**src/c1_defines.svh**
```systemverilog
`ifndef C1_DEFINES_SVH
`define C1_DEFINES_SVH

// ========================================
// Bus and board widths
// ========================================

// Upper data lane seen by the glue chip
`define C1_DATA_BITS 8

// Player inputs, 8 joystick bits plus 2 extra buttons
`define C1_PLAYER_BITS 10

// ========================================
// Wait states
// ========================================

// Counter width, enough for the largest wait code
`define C1_WAIT_BITS 3

// Extra program ROM waits when nRomWait is low
`define C1_ROM_WAIT 1

// Card and system ROM waits on the CD system
`define C1_CARD_WAIT_CD 2

// Flops per synchronizer chain
`define C1_SYNC_STAGES 2

`endif

```
**src/c1_pkg.sv**
```systemverilog
`include "c1_defines.svh"

package c1_pkg;

	// ========================================
	// Top-level memory zones
	// ========================================

	// Selected by address bits 23..20
	typedef enum logic [3:0] {
		ROM,   // 000000~0FFFFF
		WRAM,  // 100000~1FFFFF
		PORT,  // 200000~2FFFFF
		IO,    // 300000~3FFFFF
		PAL,   // 400000~7FFFFF
		CARD,  // 800000~BFFFFF
		SROM,  // C00000~CFFFFF
		SRAM,  // D00000~DFFFFF
		NONE   // E00000~FFFFFF, unmapped
	} zoneT;

	// ========================================
	// Sound command latch
	// ========================================

	// Command byte from the 68k to the sound CPU
	// Pending stays set until the sound CPU clears it
	typedef struct packed {
		logic [`C1_DATA_BITS-1:0] cmd;
		logic                     pending;
	} soundLatchT;

endpackage

```
**src/c1Decode.sv**
```systemverilog
`timescale 1ns/1ns

module c1Decode (
	input  logic [23:17]     addr,
	input  logic             nAs,
	input  logic             nUds,
	input  logic             nLds,
	input  logic             rw,
	output c1_pkg::zoneT     zone,
	output logic             nIcomZone,
	output logic             nCtrl1Zone,
	output logic             nCtrl2Zone,
	output logic             nStatusBZone,
	output logic             nRomOeL,
	output logic             nRomOeU,
	output logic             nWrL,
	output logic             nWrU,
	output logic             nWwL,
	output logic             nWwU,
	output logic             nPortOeL,
	output logic             nPortOeU,
	output logic             nPortWeL,
	output logic             nPortWeU,
	output logic             nSromOeL,
	output logic             nSromOeU,
	output logic             nSramOeL,
	output logic             nSramOeU,
	output logic             nSramWeL,
	output logic             nSramWeU,
	output logic             nLspOe,
	output logic             nLspWe,
	output logic             nCrdo,
	output logic             nCrdw,
	output logic             nCrdc,
	output logic             nPortZone,
	output logic             nPalZone,
	output logic             nDipRd0,
	output logic             nDipRd1,
	output logic             nBitW0,
	output logic             nBitW1
);

	logic nRomZone, nWramZone, nIoZone, nC1RegsZone;
	logic nLspcZone, nCardZone, nSromZone, nSramZone;

	// ========================================
	// Top-level zones, all active low
	// ========================================
	assign nRomZone  = |{addr[23], addr[22], addr[21], addr[20]};
	assign nWramZone = |{addr[23], addr[22], addr[21], ~addr[20]};
	assign nPortZone = |{addr[23], addr[22], ~addr[21], addr[20]};
	assign nIoZone   = |{addr[23], addr[22], ~addr[21], ~addr[20]};
	// Palette needs at least one byte lane
	assign nPalZone  = |{addr[23], ~addr[22], nLds & nUds};
	assign nCardZone = |{~addr[23], addr[22]};
	assign nSromZone = |{~addr[23], ~addr[22], addr[21], addr[20]};
	assign nSramZone = |{~addr[23], ~addr[22], addr[21], ~addr[20]};

	// ========================================
	// IO sub-zones, split on bits 19..17
	// ========================================
	// Even bytes of the IO zone belong to the chip registers
	assign nC1RegsZone  = nUds | nIoZone;
	// 30xxxx read only
	assign nCtrl1Zone   = nC1RegsZone | ~rw | (|{addr[19], addr[18], addr[17]});
	// 32xxxx read/write, sound command and reply
	assign nIcomZone    = nC1RegsZone | (|{addr[19], addr[18], ~addr[17]});
	// 34xxxx read only
	assign nCtrl2Zone   = nC1RegsZone | ~rw | (|{addr[19], ~addr[18], addr[17]});
	// 38xxxx read only
	assign nStatusBZone = nC1RegsZone | ~rw | (|{~addr[19], addr[18], addr[17]});

	// Odd bytes, DIP reads and bit latches
	assign nDipRd0 = |{nIoZone, addr[19], addr[18], addr[17], ~rw, nLds};
	assign nDipRd1 = |{nIoZone, addr[19], addr[18], ~addr[17], ~rw, nLds};
	assign nBitW0  = |{nIoZone, ~addr[19], addr[18], addr[17], rw, nLds};
	assign nBitW1  = |{nIoZone, ~addr[19], addr[18], ~addr[17], rw, nLds};

	// Video controller at 3Cxxxx
	assign nLspcZone = |{nIoZone, ~addr[19], ~addr[18], addr[17]};

	// ========================================
	// Byte-lane strobes
	// ========================================
	assign nRomOeL  = ~rw | nLds | nRomZone;
	assign nRomOeU  = ~rw | nUds | nRomZone;
	assign nWrL     = ~rw | nLds | nWramZone;
	assign nWrU     = ~rw | nUds | nWramZone;
	assign nWwL     = rw | nLds | nWramZone;
	assign nWwU     = rw | nUds | nWramZone;
	assign nPortOeL = ~rw | nLds | nPortZone;
	assign nPortOeU = ~rw | nUds | nPortZone;
	assign nPortWeL = rw | nLds | nPortZone;
	assign nPortWeU = rw | nUds | nPortZone;
	assign nSromOeL = ~rw | nLds | nSromZone;
	assign nSromOeU = ~rw | nUds | nSromZone;
	assign nSramOeL = ~rw | nLds | nSramZone;
	assign nSramOeU = ~rw | nUds | nSramZone;
	assign nSramWeL = rw | nLds | nSramZone;
	assign nSramWeU = rw | nUds | nSramZone;
	// Video controller is word wide, upper lane qualifies
	assign nLspOe   = ~rw | nUds | nLspcZone;
	assign nLspWe   = rw | nUds | nLspcZone;
	// Memory card is byte wide on the lower lane
	assign nCrdo    = ~rw | nLds | nCardZone;
	assign nCrdw    = rw | nLds | nCardZone;
	assign nCrdc    = nCardZone | nAs;

	// Zone code for the wait logic, address only
	always_comb begin
		case (addr[23:22])
			2'b00:   zone = c1_pkg::zoneT'({2'b00, addr[21:20]});
			2'b01:   zone = c1_pkg::PAL;
			2'b10:   zone = c1_pkg::CARD;
			default: begin
				if (addr[21])
					zone = c1_pkg::NONE;
				else
					zone = addr[20] ? c1_pkg::SRAM : c1_pkg::SROM;
			end
		endcase
	end

endmodule

```
**src/c1Wait.sv**
```systemverilog
`timescale 1ns/1ns
`include "c1_defines.svh"

module c1Wait (
	input  logic         clk68k,
	input  logic         reset,
	input  logic         nAs,
	input  c1_pkg::zoneT zone,
	input  logic         systemCdx,
	input  logic         nRomWait,
	input  logic         nPWait0,
	input  logic         nPWait1,
	input  logic         pDtack,
	output logic         nDtack
);

	logic                     active;
	logic                     portCycle;
	logic                     curPort;
	logic                     startEdge;
	logic                     hold;
	logic [`C1_WAIT_BITS-1:0] count;
	logic [`C1_WAIT_BITS-1:0] target;
	logic [`C1_WAIT_BITS-1:0] zoneWaits;
	logic [`C1_WAIT_BITS-1:0] curTarget;
	logic [`C1_WAIT_BITS-1:0] nextCount;

	// ========================================
	// Wait count per zone
	// ========================================
	always_comb begin
		zoneWaits = '0;
		case (zone)
			c1_pkg::ROM:
				if (!nRomWait)
					zoneWaits = `C1_WAIT_BITS'(`C1_ROM_WAIT);
			// Cartridge sets its own code
			c1_pkg::PORT:
				zoneWaits = `C1_WAIT_BITS'({nPWait1, nPWait0});
			c1_pkg::CARD, c1_pkg::SROM:
				if (systemCdx)
					zoneWaits = `C1_WAIT_BITS'(`C1_CARD_WAIT_CD);
			default:
				zoneWaits = '0;
		endcase
	end

	// First edge with nAs low opens the cycle
	assign startEdge = !nAs && !active;
	// Live values on the start edge, held values after it
	assign curTarget = startEdge ? zoneWaits : target;
	assign curPort   = startEdge ? (zone == c1_pkg::PORT) : portCycle;
	// Cartridge back-pressure
	assign hold      = curPort && !pDtack;
	// Counter saturates at the target while stalled
	assign nextCount = startEdge ? '0 : ((count < curTarget) ? count + 1'b1 : count);

	always_ff @(posedge clk68k) begin
		if (reset) begin
			active    <= 1'b0;
			portCycle <= 1'b0;
			count     <= '0;
			target    <= '0;
			nDtack    <= 1'b1;
		end else if (nAs) begin
			// Strobe released, end of cycle
			active <= 1'b0;
			count  <= '0;
			nDtack <= 1'b1;
		end else begin
			active    <= 1'b1;
			count     <= nextCount;
			target    <= curTarget;
			portCycle <= curPort;
			if (nDtack && (nextCount == curTarget) && !hold)
				nDtack <= 1'b0;
		end
	end

endmodule

```
**src/c1Inputs.sv**
```systemverilog
`timescale 1ns/1ns
`include "c1_defines.svh"

module c1Inputs (
	input  logic                       clk68k,
	input  logic                       reset,
	input  logic [`C1_PLAYER_BITS-1:0] p1In,
	input  logic [`C1_PLAYER_BITS-1:0] p2In,
	input  logic                       nCd1,
	input  logic                       nCd2,
	input  logic                       nWp,
	input  logic                       systemMvs,
	input  logic                       nCtrl1Zone,
	input  logic                       nCtrl2Zone,
	input  logic                       nStatusBZone,
	output logic [`C1_DATA_BITS-1:0]   rdData,
	output logic                       rdOe
);

	localparam int RawBits = 2 * `C1_PLAYER_BITS + 4;

	logic [RawBits-1:0]         syncPipe [`C1_SYNC_STAGES];
	logic [`C1_PLAYER_BITS-1:0] p1Sync, p2Sync;
	logic                       nCd1Sync, nCd2Sync, nWpSync, mvsSync;

	// All board inputs share one chain
	always_ff @(posedge clk68k) begin
		if (reset) begin
			for (int i = 0; i < `C1_SYNC_STAGES; i++)
				syncPipe[i] <= '0;
		end else begin
			syncPipe[0] <= {systemMvs, nWp, nCd2, nCd1, p2In, p1In};
			for (int i = 1; i < `C1_SYNC_STAGES; i++)
				syncPipe[i] <= syncPipe[i-1];
		end
	end

	assign {mvsSync, nWpSync, nCd2Sync, nCd1Sync, p2Sync, p1Sync} =
		syncPipe[`C1_SYNC_STAGES-1];

	// Upper lane read mux, zones never overlap
	always_comb begin
		rdData = '0;
		if (!nCtrl1Zone)
			rdData = p1Sync[7:0];
		else if (!nCtrl2Zone)
			rdData = p2Sync[7:0];
		else if (!nStatusBZone)
			rdData = {mvsSync, nWpSync, nCd2Sync, nCd1Sync, p2Sync[9:8], p1Sync[9:8]};
	end

	assign rdOe = !nCtrl1Zone || !nCtrl2Zone || !nStatusBZone;

endmodule

```
**src/c1Regs.sv**
```systemverilog
`timescale 1ns/1ns
`include "c1_defines.svh"

module c1Regs (
	input  logic                     clk68k,
	input  logic                     reset,
	input  logic                     nIcomZone,
	input  logic                     rw,
	input  logic [`C1_DATA_BITS-1:0] dataIn,
	input  logic [`C1_DATA_BITS-1:0] sddWr,
	input  logic                     nSdz80R,
	input  logic                     nSdz80W,
	input  logic                     nSdz80Clr,
	output logic [`C1_DATA_BITS-1:0] rdData,
	output logic                     rdOe,
	output logic [`C1_DATA_BITS-1:0] sddRd,
	output logic                     nSdw
);

	c1_pkg::soundLatchT       cmdLatch;
	logic [`C1_DATA_BITS-1:0] reply;
	logic [`C1_DATA_BITS-1:0] dataHold;
	logic                     wrCond, wrSeen, wrGo, z80WSeen;

	// 68k write to the command zone
	assign wrCond = !nIcomZone && !rw;

	// Byte captured on the first write edge
	always_ff @(posedge clk68k)
		if (wrCond && !wrSeen)
			dataHold <= dataIn;

	always_ff @(posedge clk68k) begin
		if (reset) begin
			cmdLatch <= '0;
			reply    <= '0;
			wrSeen   <= 1'b0;
			wrGo     <= 1'b0;
			z80WSeen <= 1'b0;
			nSdw     <= 1'b1;
		end else begin
			wrSeen   <= wrCond;
			wrGo     <= wrCond && !wrSeen;
			// One-cycle pulse to the sound CPU
			nSdw     <= !wrGo;
			z80WSeen <= !nSdz80W;
			if (!nSdz80W && !z80WSeen)
				reply <= sddWr;
			// New command wins over a clear on the same edge
			if (wrGo) begin
				cmdLatch.cmd     <= dataHold;
				cmdLatch.pending <= 1'b1;
			end else if (!nSdz80Clr)
				cmdLatch <= '0;
		end
	end

	assign sddRd  = (!nSdz80R && cmdLatch.pending) ? cmdLatch.cmd : '0;
	// Reply back to the 68k in the same zone
	assign rdData = reply;
	assign rdOe   = !nIcomZone && rw;

endmodule

```
**src/neoC1.sv**
```systemverilog
`timescale 1ns/1ns
`include "c1_defines.svh"

module neoC1 (
	input  logic                       clk68k,
	input  logic                       reset,
	// 68k bus
	input  logic [23:17]               addr,
	input  logic                       nAs,
	input  logic                       nUds,
	input  logic                       nLds,
	input  logic                       rw,
	input  logic [`C1_DATA_BITS-1:0]   dataIn,
	output logic [`C1_DATA_BITS-1:0]   dataOut,
	output logic                       dataOe,
	output logic                       nDtack,
	// Wait requests
	input  logic                       nRomWait,
	input  logic                       nPWait0,
	input  logic                       nPWait1,
	input  logic                       pDtack,
	// Board inputs
	input  logic [`C1_PLAYER_BITS-1:0] p1In,
	input  logic [`C1_PLAYER_BITS-1:0] p2In,
	input  logic                       nCd1,
	input  logic                       nCd2,
	input  logic                       nWp,
	input  logic                       systemMvs,
	input  logic                       systemCdx,
	// Sound CPU
	input  logic [`C1_DATA_BITS-1:0]   sddWr,
	output logic [`C1_DATA_BITS-1:0]   sddRd,
	input  logic                       nSdz80R,
	input  logic                       nSdz80W,
	input  logic                       nSdz80Clr,
	output logic                       nSdw,
	// Memory strobes
	output logic nRomOeL, nRomOeU,
	output logic nWrL, nWrU, nWwL, nWwU,
	output logic nPortOeL, nPortOeU, nPortWeL, nPortWeU,
	output logic nPortZone,
	output logic nSromOeL, nSromOeU,
	output logic nSramOeL, nSramOeU, nSramWeL, nSramWeU,
	output logic nLspOe, nLspWe,
	output logic nCrdo, nCrdw, nCrdc,
	output logic nPalZone,
	output logic nDipRd0, nDipRd1,
	output logic nBitW0, nBitW1
);

	c1_pkg::zoneT             zone;
	logic                     nIcomZone, nCtrl1Zone, nCtrl2Zone, nStatusBZone;
	logic [`C1_DATA_BITS-1:0] inData, regsData;
	logic                     inOe, regsOe;

	c1Decode uDecode (
		.addr(addr), .nAs(nAs), .nUds(nUds), .nLds(nLds), .rw(rw),
		.zone(zone), .nIcomZone(nIcomZone), .nCtrl1Zone(nCtrl1Zone),
		.nCtrl2Zone(nCtrl2Zone), .nStatusBZone(nStatusBZone),
		.nRomOeL(nRomOeL), .nRomOeU(nRomOeU),
		.nWrL(nWrL), .nWrU(nWrU), .nWwL(nWwL), .nWwU(nWwU),
		.nPortOeL(nPortOeL), .nPortOeU(nPortOeU),
		.nPortWeL(nPortWeL), .nPortWeU(nPortWeU),
		.nSromOeL(nSromOeL), .nSromOeU(nSromOeU),
		.nSramOeL(nSramOeL), .nSramOeU(nSramOeU),
		.nSramWeL(nSramWeL), .nSramWeU(nSramWeU),
		.nLspOe(nLspOe), .nLspWe(nLspWe),
		.nCrdo(nCrdo), .nCrdw(nCrdw), .nCrdc(nCrdc),
		.nPortZone(nPortZone), .nPalZone(nPalZone),
		.nDipRd0(nDipRd0), .nDipRd1(nDipRd1), .nBitW0(nBitW0), .nBitW1(nBitW1)
	);

	c1Wait uWait (
		.clk68k(clk68k), .reset(reset), .nAs(nAs), .zone(zone),
		.systemCdx(systemCdx), .nRomWait(nRomWait), .nPWait0(nPWait0),
		.nPWait1(nPWait1), .pDtack(pDtack), .nDtack(nDtack)
	);

	c1Inputs uInputs (
		.clk68k(clk68k), .reset(reset), .p1In(p1In), .p2In(p2In),
		.nCd1(nCd1), .nCd2(nCd2), .nWp(nWp), .systemMvs(systemMvs),
		.nCtrl1Zone(nCtrl1Zone), .nCtrl2Zone(nCtrl2Zone),
		.nStatusBZone(nStatusBZone), .rdData(inData), .rdOe(inOe)
	);

	c1Regs uRegs (
		.clk68k(clk68k), .reset(reset), .nIcomZone(nIcomZone), .rw(rw),
		.dataIn(dataIn), .sddWr(sddWr), .nSdz80R(nSdz80R), .nSdz80W(nSdz80W),
		.nSdz80Clr(nSdz80Clr), .rdData(regsData), .rdOe(regsOe),
		.sddRd(sddRd), .nSdw(nSdw)
	);

	// Read sources are exclusive by decode
	assign dataOut = regsOe ? regsData : (inOe ? inData : '0);
	assign dataOe  = inOe | regsOe;

endmodule

```
**config.mk**
```make
export PLATFORM = sky130hd
export DESIGN_NAME = neoC1
export DESIGN_NICKNAME = d
export VERILOG_FILES = /design/src/c1_pkg.sv /design/src/c1Decode.sv /design/src/c1Wait.sv /design/src/c1Inputs.sv /design/src/c1Regs.sv /design/src/neoC1.sv
export VERILOG_INCLUDE_DIRS = /design/src
export SDC_FILE = /design/constraint.sdc
export NUM_CORES = 1
export LEC_CHECK = 0
export ABC_AREA = 1
export BUFFER_PORTS_ARGS = -buffer_cell sky130_fd_sc_hd__buf_2
export CAP_MARGIN = 20
export CORE_MARGIN = 2
export CORE_UTILIZATION = 40
export DETAILED_ROUTE_END_ITERATION = 16
export HOLD_SLACK_MARGIN = 0.06
export MAX_ROUTING_LAYER = met4
export PLACE_DENSITY = 0.7
export SLEW_MARGIN = 20
export SYNTH_ARGS = -nofsm -noshare
export SYNTH_HDL_FRONTEND = slang
export SYNTH_SLANG_ARGS = --single-unit
```
**constraint.sdc**
```tcl
create_clock -name clk68k -period 7.8 [get_ports clk68k]
set_input_delay 1.17 -clock clk68k [delete_from_list [all_inputs] [get_ports clk68k]]
set_output_delay 1.17 -clock clk68k [all_outputs]
set_load 0.005 [all_outputs]
```
---- Yosys cells after proc, flatten, opt, wreduce, memory -nomap -nowiden ----
Memories as Yosys holds them, arrays and structs flattened.
Cells that the tools add are included.
word-level totals
  logic and storage cells ................. 136
  input bits .............................. 61
  bits in registers ....................... 38
  output and inout bits ................... 46
  bits in read-only memories .............. 0
  RAM bits ................................ 48
  memories kept ........................... 1
  bits in latches ......................... 0
cells by class
  $lt $le $gt $ge ......................... 1
  muxes and demuxes ....................... 24
  reduce and logical (&&, ||, !) cells .... 46
  shift-type cells ........................ 0
  divide/modulo/power cells ............... 0
  equality and inequality tests ........... 7
  bitwise logic cells ..................... 43
  $add $sub $neg .......................... 1
  multiply operators ...................... 0
memories
  memory            depth  width  read ports  clocked after Yosys merged registers in  wr ports  line            RTL
  uInputs.syncPipe  2      24     2           0                                        2         c1Inputs.sv:22  logic [RawBits-1:0] syncPipe [`C1_SYNC_STAGES];
operators by type and width
  kind                                           count
  2-to-1 mux 24 bit                              2
  2-to-1 mux 8 bit                               6
  OR reduction 9 bit                             4
  bitwise OR 1 bit                               34
  OR reduction 4 bit                             6
  2-to-1 mux 9 bit                               2
  OR reduction 3 bit                             5
  logical NOT 1 bit                              14
  one-hot mux 4 bit (3 select lines)             1
  logical AND 1 bit                              9
  2-to-1 mux 3 bit                               3
  one-hot mux 3 bit (3 select lines)             1
  == test 4 x 3 -> 1 bit, second input constant  2
  NOT 1 bit                                      8
  2-to-1 mux 1 bit                               7
  OR reduction 7 bit                             1
  OR reduction 2 bit                             3
  == test 4 x 2 -> 1 bit, second input constant  1
  logical NOT 4 bit                              1
  2-to-1 mux 4 bit                               1
  adder 3 x 1 -> 3 bit, second input constant    1
  == test 3 bit                                  1
  < comparator 3 bit                             1
  == test 2 x 1 -> 1 bit, second input constant  1
  other kinds (6)                                7

---- Logic depth before layout (Yosys ltp) ----
  word-level depth ........................ 13
  mapped depth ............................ 25
  depth with buffers taken out ............ 25

---- Cells and area by module ----
From an unflattened synthesis, not the netlist that was laid out.
unflattened totals
  cells, all modules ...................... 532
  area, all modules ....................... 3868.7 µm²
by module, submodules not included
  module    cells an instance  sequential area each (µm²)  instances  area an instance (µm²)
  c1Inputs  203                960.9                       1          1594.0
  c1Regs    129                660.6                       1          1086.0
  c1Wait    87                 180.2                       1          580.6
  c1Decode  85                 0.0                         1          475.5
  neoC1     28                 0.0                         1          132.6

---- Worst setup path after synthesis ----
No wires, ideal clock.
  path type ............................... input port to output port
  start ................................... input port addr[22] in the netlist's numbering
  end ..................................... output port dataOut[6]
  buffers on the path ..................... 0
  arrival time ............................ 2.492 ns
  setup slack ............................. 4.138 ns
  cell stages on the path ................. 8
  required time ........................... 6.630 ns
  path through ............................ inv_1 -> ha_1 -> nand2_1 -> nor3_2 -> nand2_1 -> nor4_4 -> nor2_1 -> o32ai_1
between the ends
  cells in the longest elaborated chain, start to end .. 9
  elaborated cells between the ends (all ways) .. 19
  classes of those cells .................. 5 x mux; 6 x bitwise; 8 x reduce/logical
RTL lines
  element                                                       line                                            RTL
  from (decl)                                                   neoC1.sv:8                                      input logic [23:17] addr,
  OR reduction 4 bit (*)                                        c1Decode.sv:52                                  assign nIoZone = |{addr[23], addr[22], ~addr[21], ~addr[20]};
  bitwise OR 1 bit (*)                                          c1Decode.sv:63                                  assign nC1RegsZone = nUds | nIoZone;
  bitwise OR 1 bit                                              c1Decode.sv:65, c1Decode.sv:69, c1Decode.sv:71
  bitwise OR 1 bit (on tied branches)                           c1Decode.sv:71, c1Decode.sv:65, c1Decode.sv:69
  2-to-1 mux 8 bit / logical NOT 1 bit (equally long branches)  n/a
  2-to-1 mux 8 bit / logical OR 1 bit (equally long branches)   c1Inputs.sv:46, c1Inputs.sv:52
  2-to-1 mux 8 bit / logical OR 1 bit (equally long branches)   c1Inputs.sv:44, c1Inputs.sv:52
  2-to-1 mux 8 bit                                              neoC1.sv:94                                     assign dataOut = regsOe ? regsData : (inOe ? inData : '0);
  2-to-1 mux 8 bit (*)                                          neoC1.sv:94
  to (decl)                                                     neoC1.sv:14                                     output logic [`C1_DATA_BITS-1:0] dataOut,
Every way passes the cells marked *; elsewhere a longest branch is shown, timed or not.

---- Final worst setup path ----
  start ................................... input port addr[23] in the netlist's numbering
  end ..................................... output port dataOut[1]
The elaborated chain is that of the path after synthesis.

==> impl_metrics.csv <==
group,metric,value,unit
routing,wire_per_inst,11.2,um
power_and_ir_drop,p_per_area,192,nW/um2
logic_synthesis,synth_seq_cells,86,
grt,grtUsageTotal,16.4,%
timing,setup_viol,0,
floorplanning,die-area,9560,um2
finish,layout-drive-gt1-share,25.5,%
grt,grt_antenna_before_repair,0,
setup_path,worst_r2r_startpoint,"uWait.active$_SDFF_PP0_",
logic_synthesis,ys_seq_area_share,51.2,%
routing,drt-initial-drc-count,122,
logic_synthesis,yosys_warnings,0,
clock_network,ctsResizeCount,0,
clock_network,clk_path_buf_depth,2,
finish,area_growth,23.1,%
timing,slew_headroom,56.3,%
placement,place_area,4150,um2
clock_network,cts_buffers,9,
clock_network,hold_buffers,0,
routing,via_per_inst,4.47,
setup_path,r2r-end,"uWait.nDtack$_SDFFE_PP1P_",
placement,gp_congestion,0.906,
finish,final_common_cell,"buf_2",
routing,drc,0,
setup_path,cp_max_fo,6,
finish,final_nets,632,
clock_network,root_buffer,"clkbuf_8",
routing,firstDrtPassIters,4,
floorplanning,num_io_pins,107,
finish,final_util,50.1,%
logic_synthesis,syn_inst,456,
flow_run,drv_cap,0,
timing,timing.final.crit_period,4.31,ns
setup_path,reg2reg_depth,14,
setup_path,rrSetupSlack,5.70,ns
logic_synthesis,syn_nets,525,
logic_synthesis,yosysTopAreaCell,"dfxtp_1",
clock_network,cts.reportedPaths.clkPinSlew,0.08,ns
placement,place_hpwl,5.76,mm
routing,vias,3020,
setup_path,worstSetupPathType,"in -> out",
setup_path,crit_required,6.63,ns
clock_network,post_cts_buffers,0,
floorplanning,fp.dieW,97.8,um
power_and_ir_drop,total_leakage_power,0.00200,uW
grt,grt_pass1_wl,12.4,mm
setup_path,crit_end,"dataOut[1]",
finish,fin_area,4330,um2
floorplanning,fp.dieH,97.8,um
floorplanning,initial_core_util,40.7,%
finish,final_cell_mix,"buf_2 (106), inv_1 (89), nor2_1 (85)",
setup_path,cp_data_arrival_time,3.14,ns
routing,ant_nets,0,
routing,routed_wl,7.54,mm
setup_path,cp-start-kind,"input port",
timing,finalMaxSlewViolations,0,
timing,tightestPinTransition,0.653,ns
logic_synthesis,ys_types,34,
clock_network,insertion_delay,0.34,ns
logic_synthesis,netlist_area,3520,um2
clock_network,cts_tree,"yes",
clock_network,cts.sinks,86,
power_and_ir_drop,vdd.ir_drop.worst,118,uV
grt,grt_pass1_vias,2808,
setup_path,critPathLaunch,"addr[23]",
timing,fin_crit_sh,55.3,%
logic_synthesis,synth_top_cell_area_share,44.4,%
placement,placed_cells,660,
logic_synthesis,syn_area_per_cell,7.71,um2
grt,grt-ovfl-total,0,
floorplanning,coreArea,8640,um2
min_path,hold_class,"reg -> reg",
finish,insertedDiodeCount,0,
floorplanning,rows,34,
timing,finClkSkew,0.00904,ns
placement,port_buffers,106,
finish,fin_cells,676,
timing,fin_tns_setup,0,ns
timing,fmax,232,MHz
grt,grt_max_degree,67,
setup_path,critPathCaptureType,"primary output",
clock_network,htreeDepth,3,
logic_synthesis,ys_top_cells_by_area,"dfxtp_1 (44%), inv_1 (9.5%), nor2_1 (9.1%)",
outcome,status,"finished, final reports clean",
timing,hold_violations,0,
timing,grt_setup_unrepaired,"false",
[where the power goes]
part	switching [uW]	internal [uW]
Sequential	5.48	462
Clock	154	125
Combinational	53.2	32.9
[synthesized netlist by cell type]
cell and instances:
inv_4 1, nand2_1 73, o2111ai_1 5, nor3_1 7, o31ai_1 1, o22ai_1 3, o221ai_1 1, o21ai_0 12
o32ai_1 1, nor2_2 2, inv_1 89, nand2_4 3, inv_2 2, or2_2 2, nand3_2 1, edfxtp_1 8
clkbuf_1 7, nand2_2 8, nor4_4 1, nand3b_1 1, nand3_1 18, nand4_1 7, a22o_1 1, nor2_8 1
dfxtp_1 78, xnor2_1 1, nor3_2 1, o21ai_1 1, clkinv_1 1, buf_1 4, ha_1 8, a21oi_1 20
nor4_1 2, nor2_1 85
[cell families after synthesis]
group	count (synthesis)	synth area share (%)
compound gates	45	7.44
flops	86	51.2
buf+inv	104	11.2
fa+ha+maj	8	2.85
simple gates	212	27.1
xor+xnor	1	0.249
[per-layer routing]
metal	vias up	share of wire, %	GRT usage [%]
li1	1615	-	-
met1	1290	46	20.2
met2	109	47	26.9
met3	6	5.6	2.43
met4	0	1.0	7.37
met5	-	0	-
[registers in the layout, summed over array words and instances (netlist names)]
signal and count:
uWait.count 3, uRegs.nSdw 1, uRegs.wrGo 1, uRegs.rdData 8
uWait.target 3, uRegs.z80WSeen 1, uInputs.syncPipe 48, uRegs.dataHold 8
uRegs.cmdLatch 9, uRegs.wrSeen 1, uWait.portCycle 1, uWait.active 1
uWait.nDtack 1
[through the flow]
step | hold WS, ns | total power, uW | setup slack [ns]
final | 0.405 | 833 | 3.49
after global routing | 0.419 | 874 | 3.30
after CTS | 0.407 | 843 | 3.51
after detailed placement | 0.393 | 565 | 3.52
after global placement | 0.391 | 562 | 3.65
after floorplan | 0.388 | 531 | 4.14
[worst max-delay path, stage by stage]
cell,delay (ns)
buf_2,0.13
inv_1,0.10
ha_1,0.25
nand2_1,0.14
nor3_2,0.27
nand2_1,0.15
nor2_1,0.35
inv_1,0.15
o221ai_1,0.18
o21ai_0,0.11
buf_2,0.14
[final cells by class]
| class | instances | area [um2] |
|---|---|---|
| clock buffer | 10 | 138 |
| clock inverter | 6 | 42.5 |
| timing repair buffer | 107 | 538 |
| sequential | 86 | 1800 |
| tap | 108 | 135 |
| multi-input combinational | 266 | 1320 |
| inverter | 93 | 352 |
| fill | 814 | 4310 |
[worst min path at each step]
stage,start,to,cells past startpoint
floorplan,uInputs.syncPipe[0][0]$_SDFF_PP0_,uInputs.syncPipe[0][24]$_SDFF_PP0_,2
global placement,uInputs.syncPipe[0][10]$_SDFF_PP0_,uInputs.syncPipe[0][34]$_SDFF_PP0_,2
detailed placement,uInputs.syncPipe[0][16]$_SDFF_PP0_,uInputs.syncPipe[0][40]$_SDFF_PP0_,2
CTS,uInputs.syncPipe[0][15]$_SDFF_PP0_,uInputs.syncPipe[0][39]$_SDFF_PP0_,2
global route,uInputs.syncPipe[0][18]$_SDFF_PP0_,uInputs.syncPipe[0][42]$_SDFF_PP0_,2
finish,uInputs.syncPipe[0][9]$_SDFF_PP0_,uInputs.syncPipe[0][33]$_SDFF_PP0_,2
No activity file was read; power rests on OpenSTA's default activity.
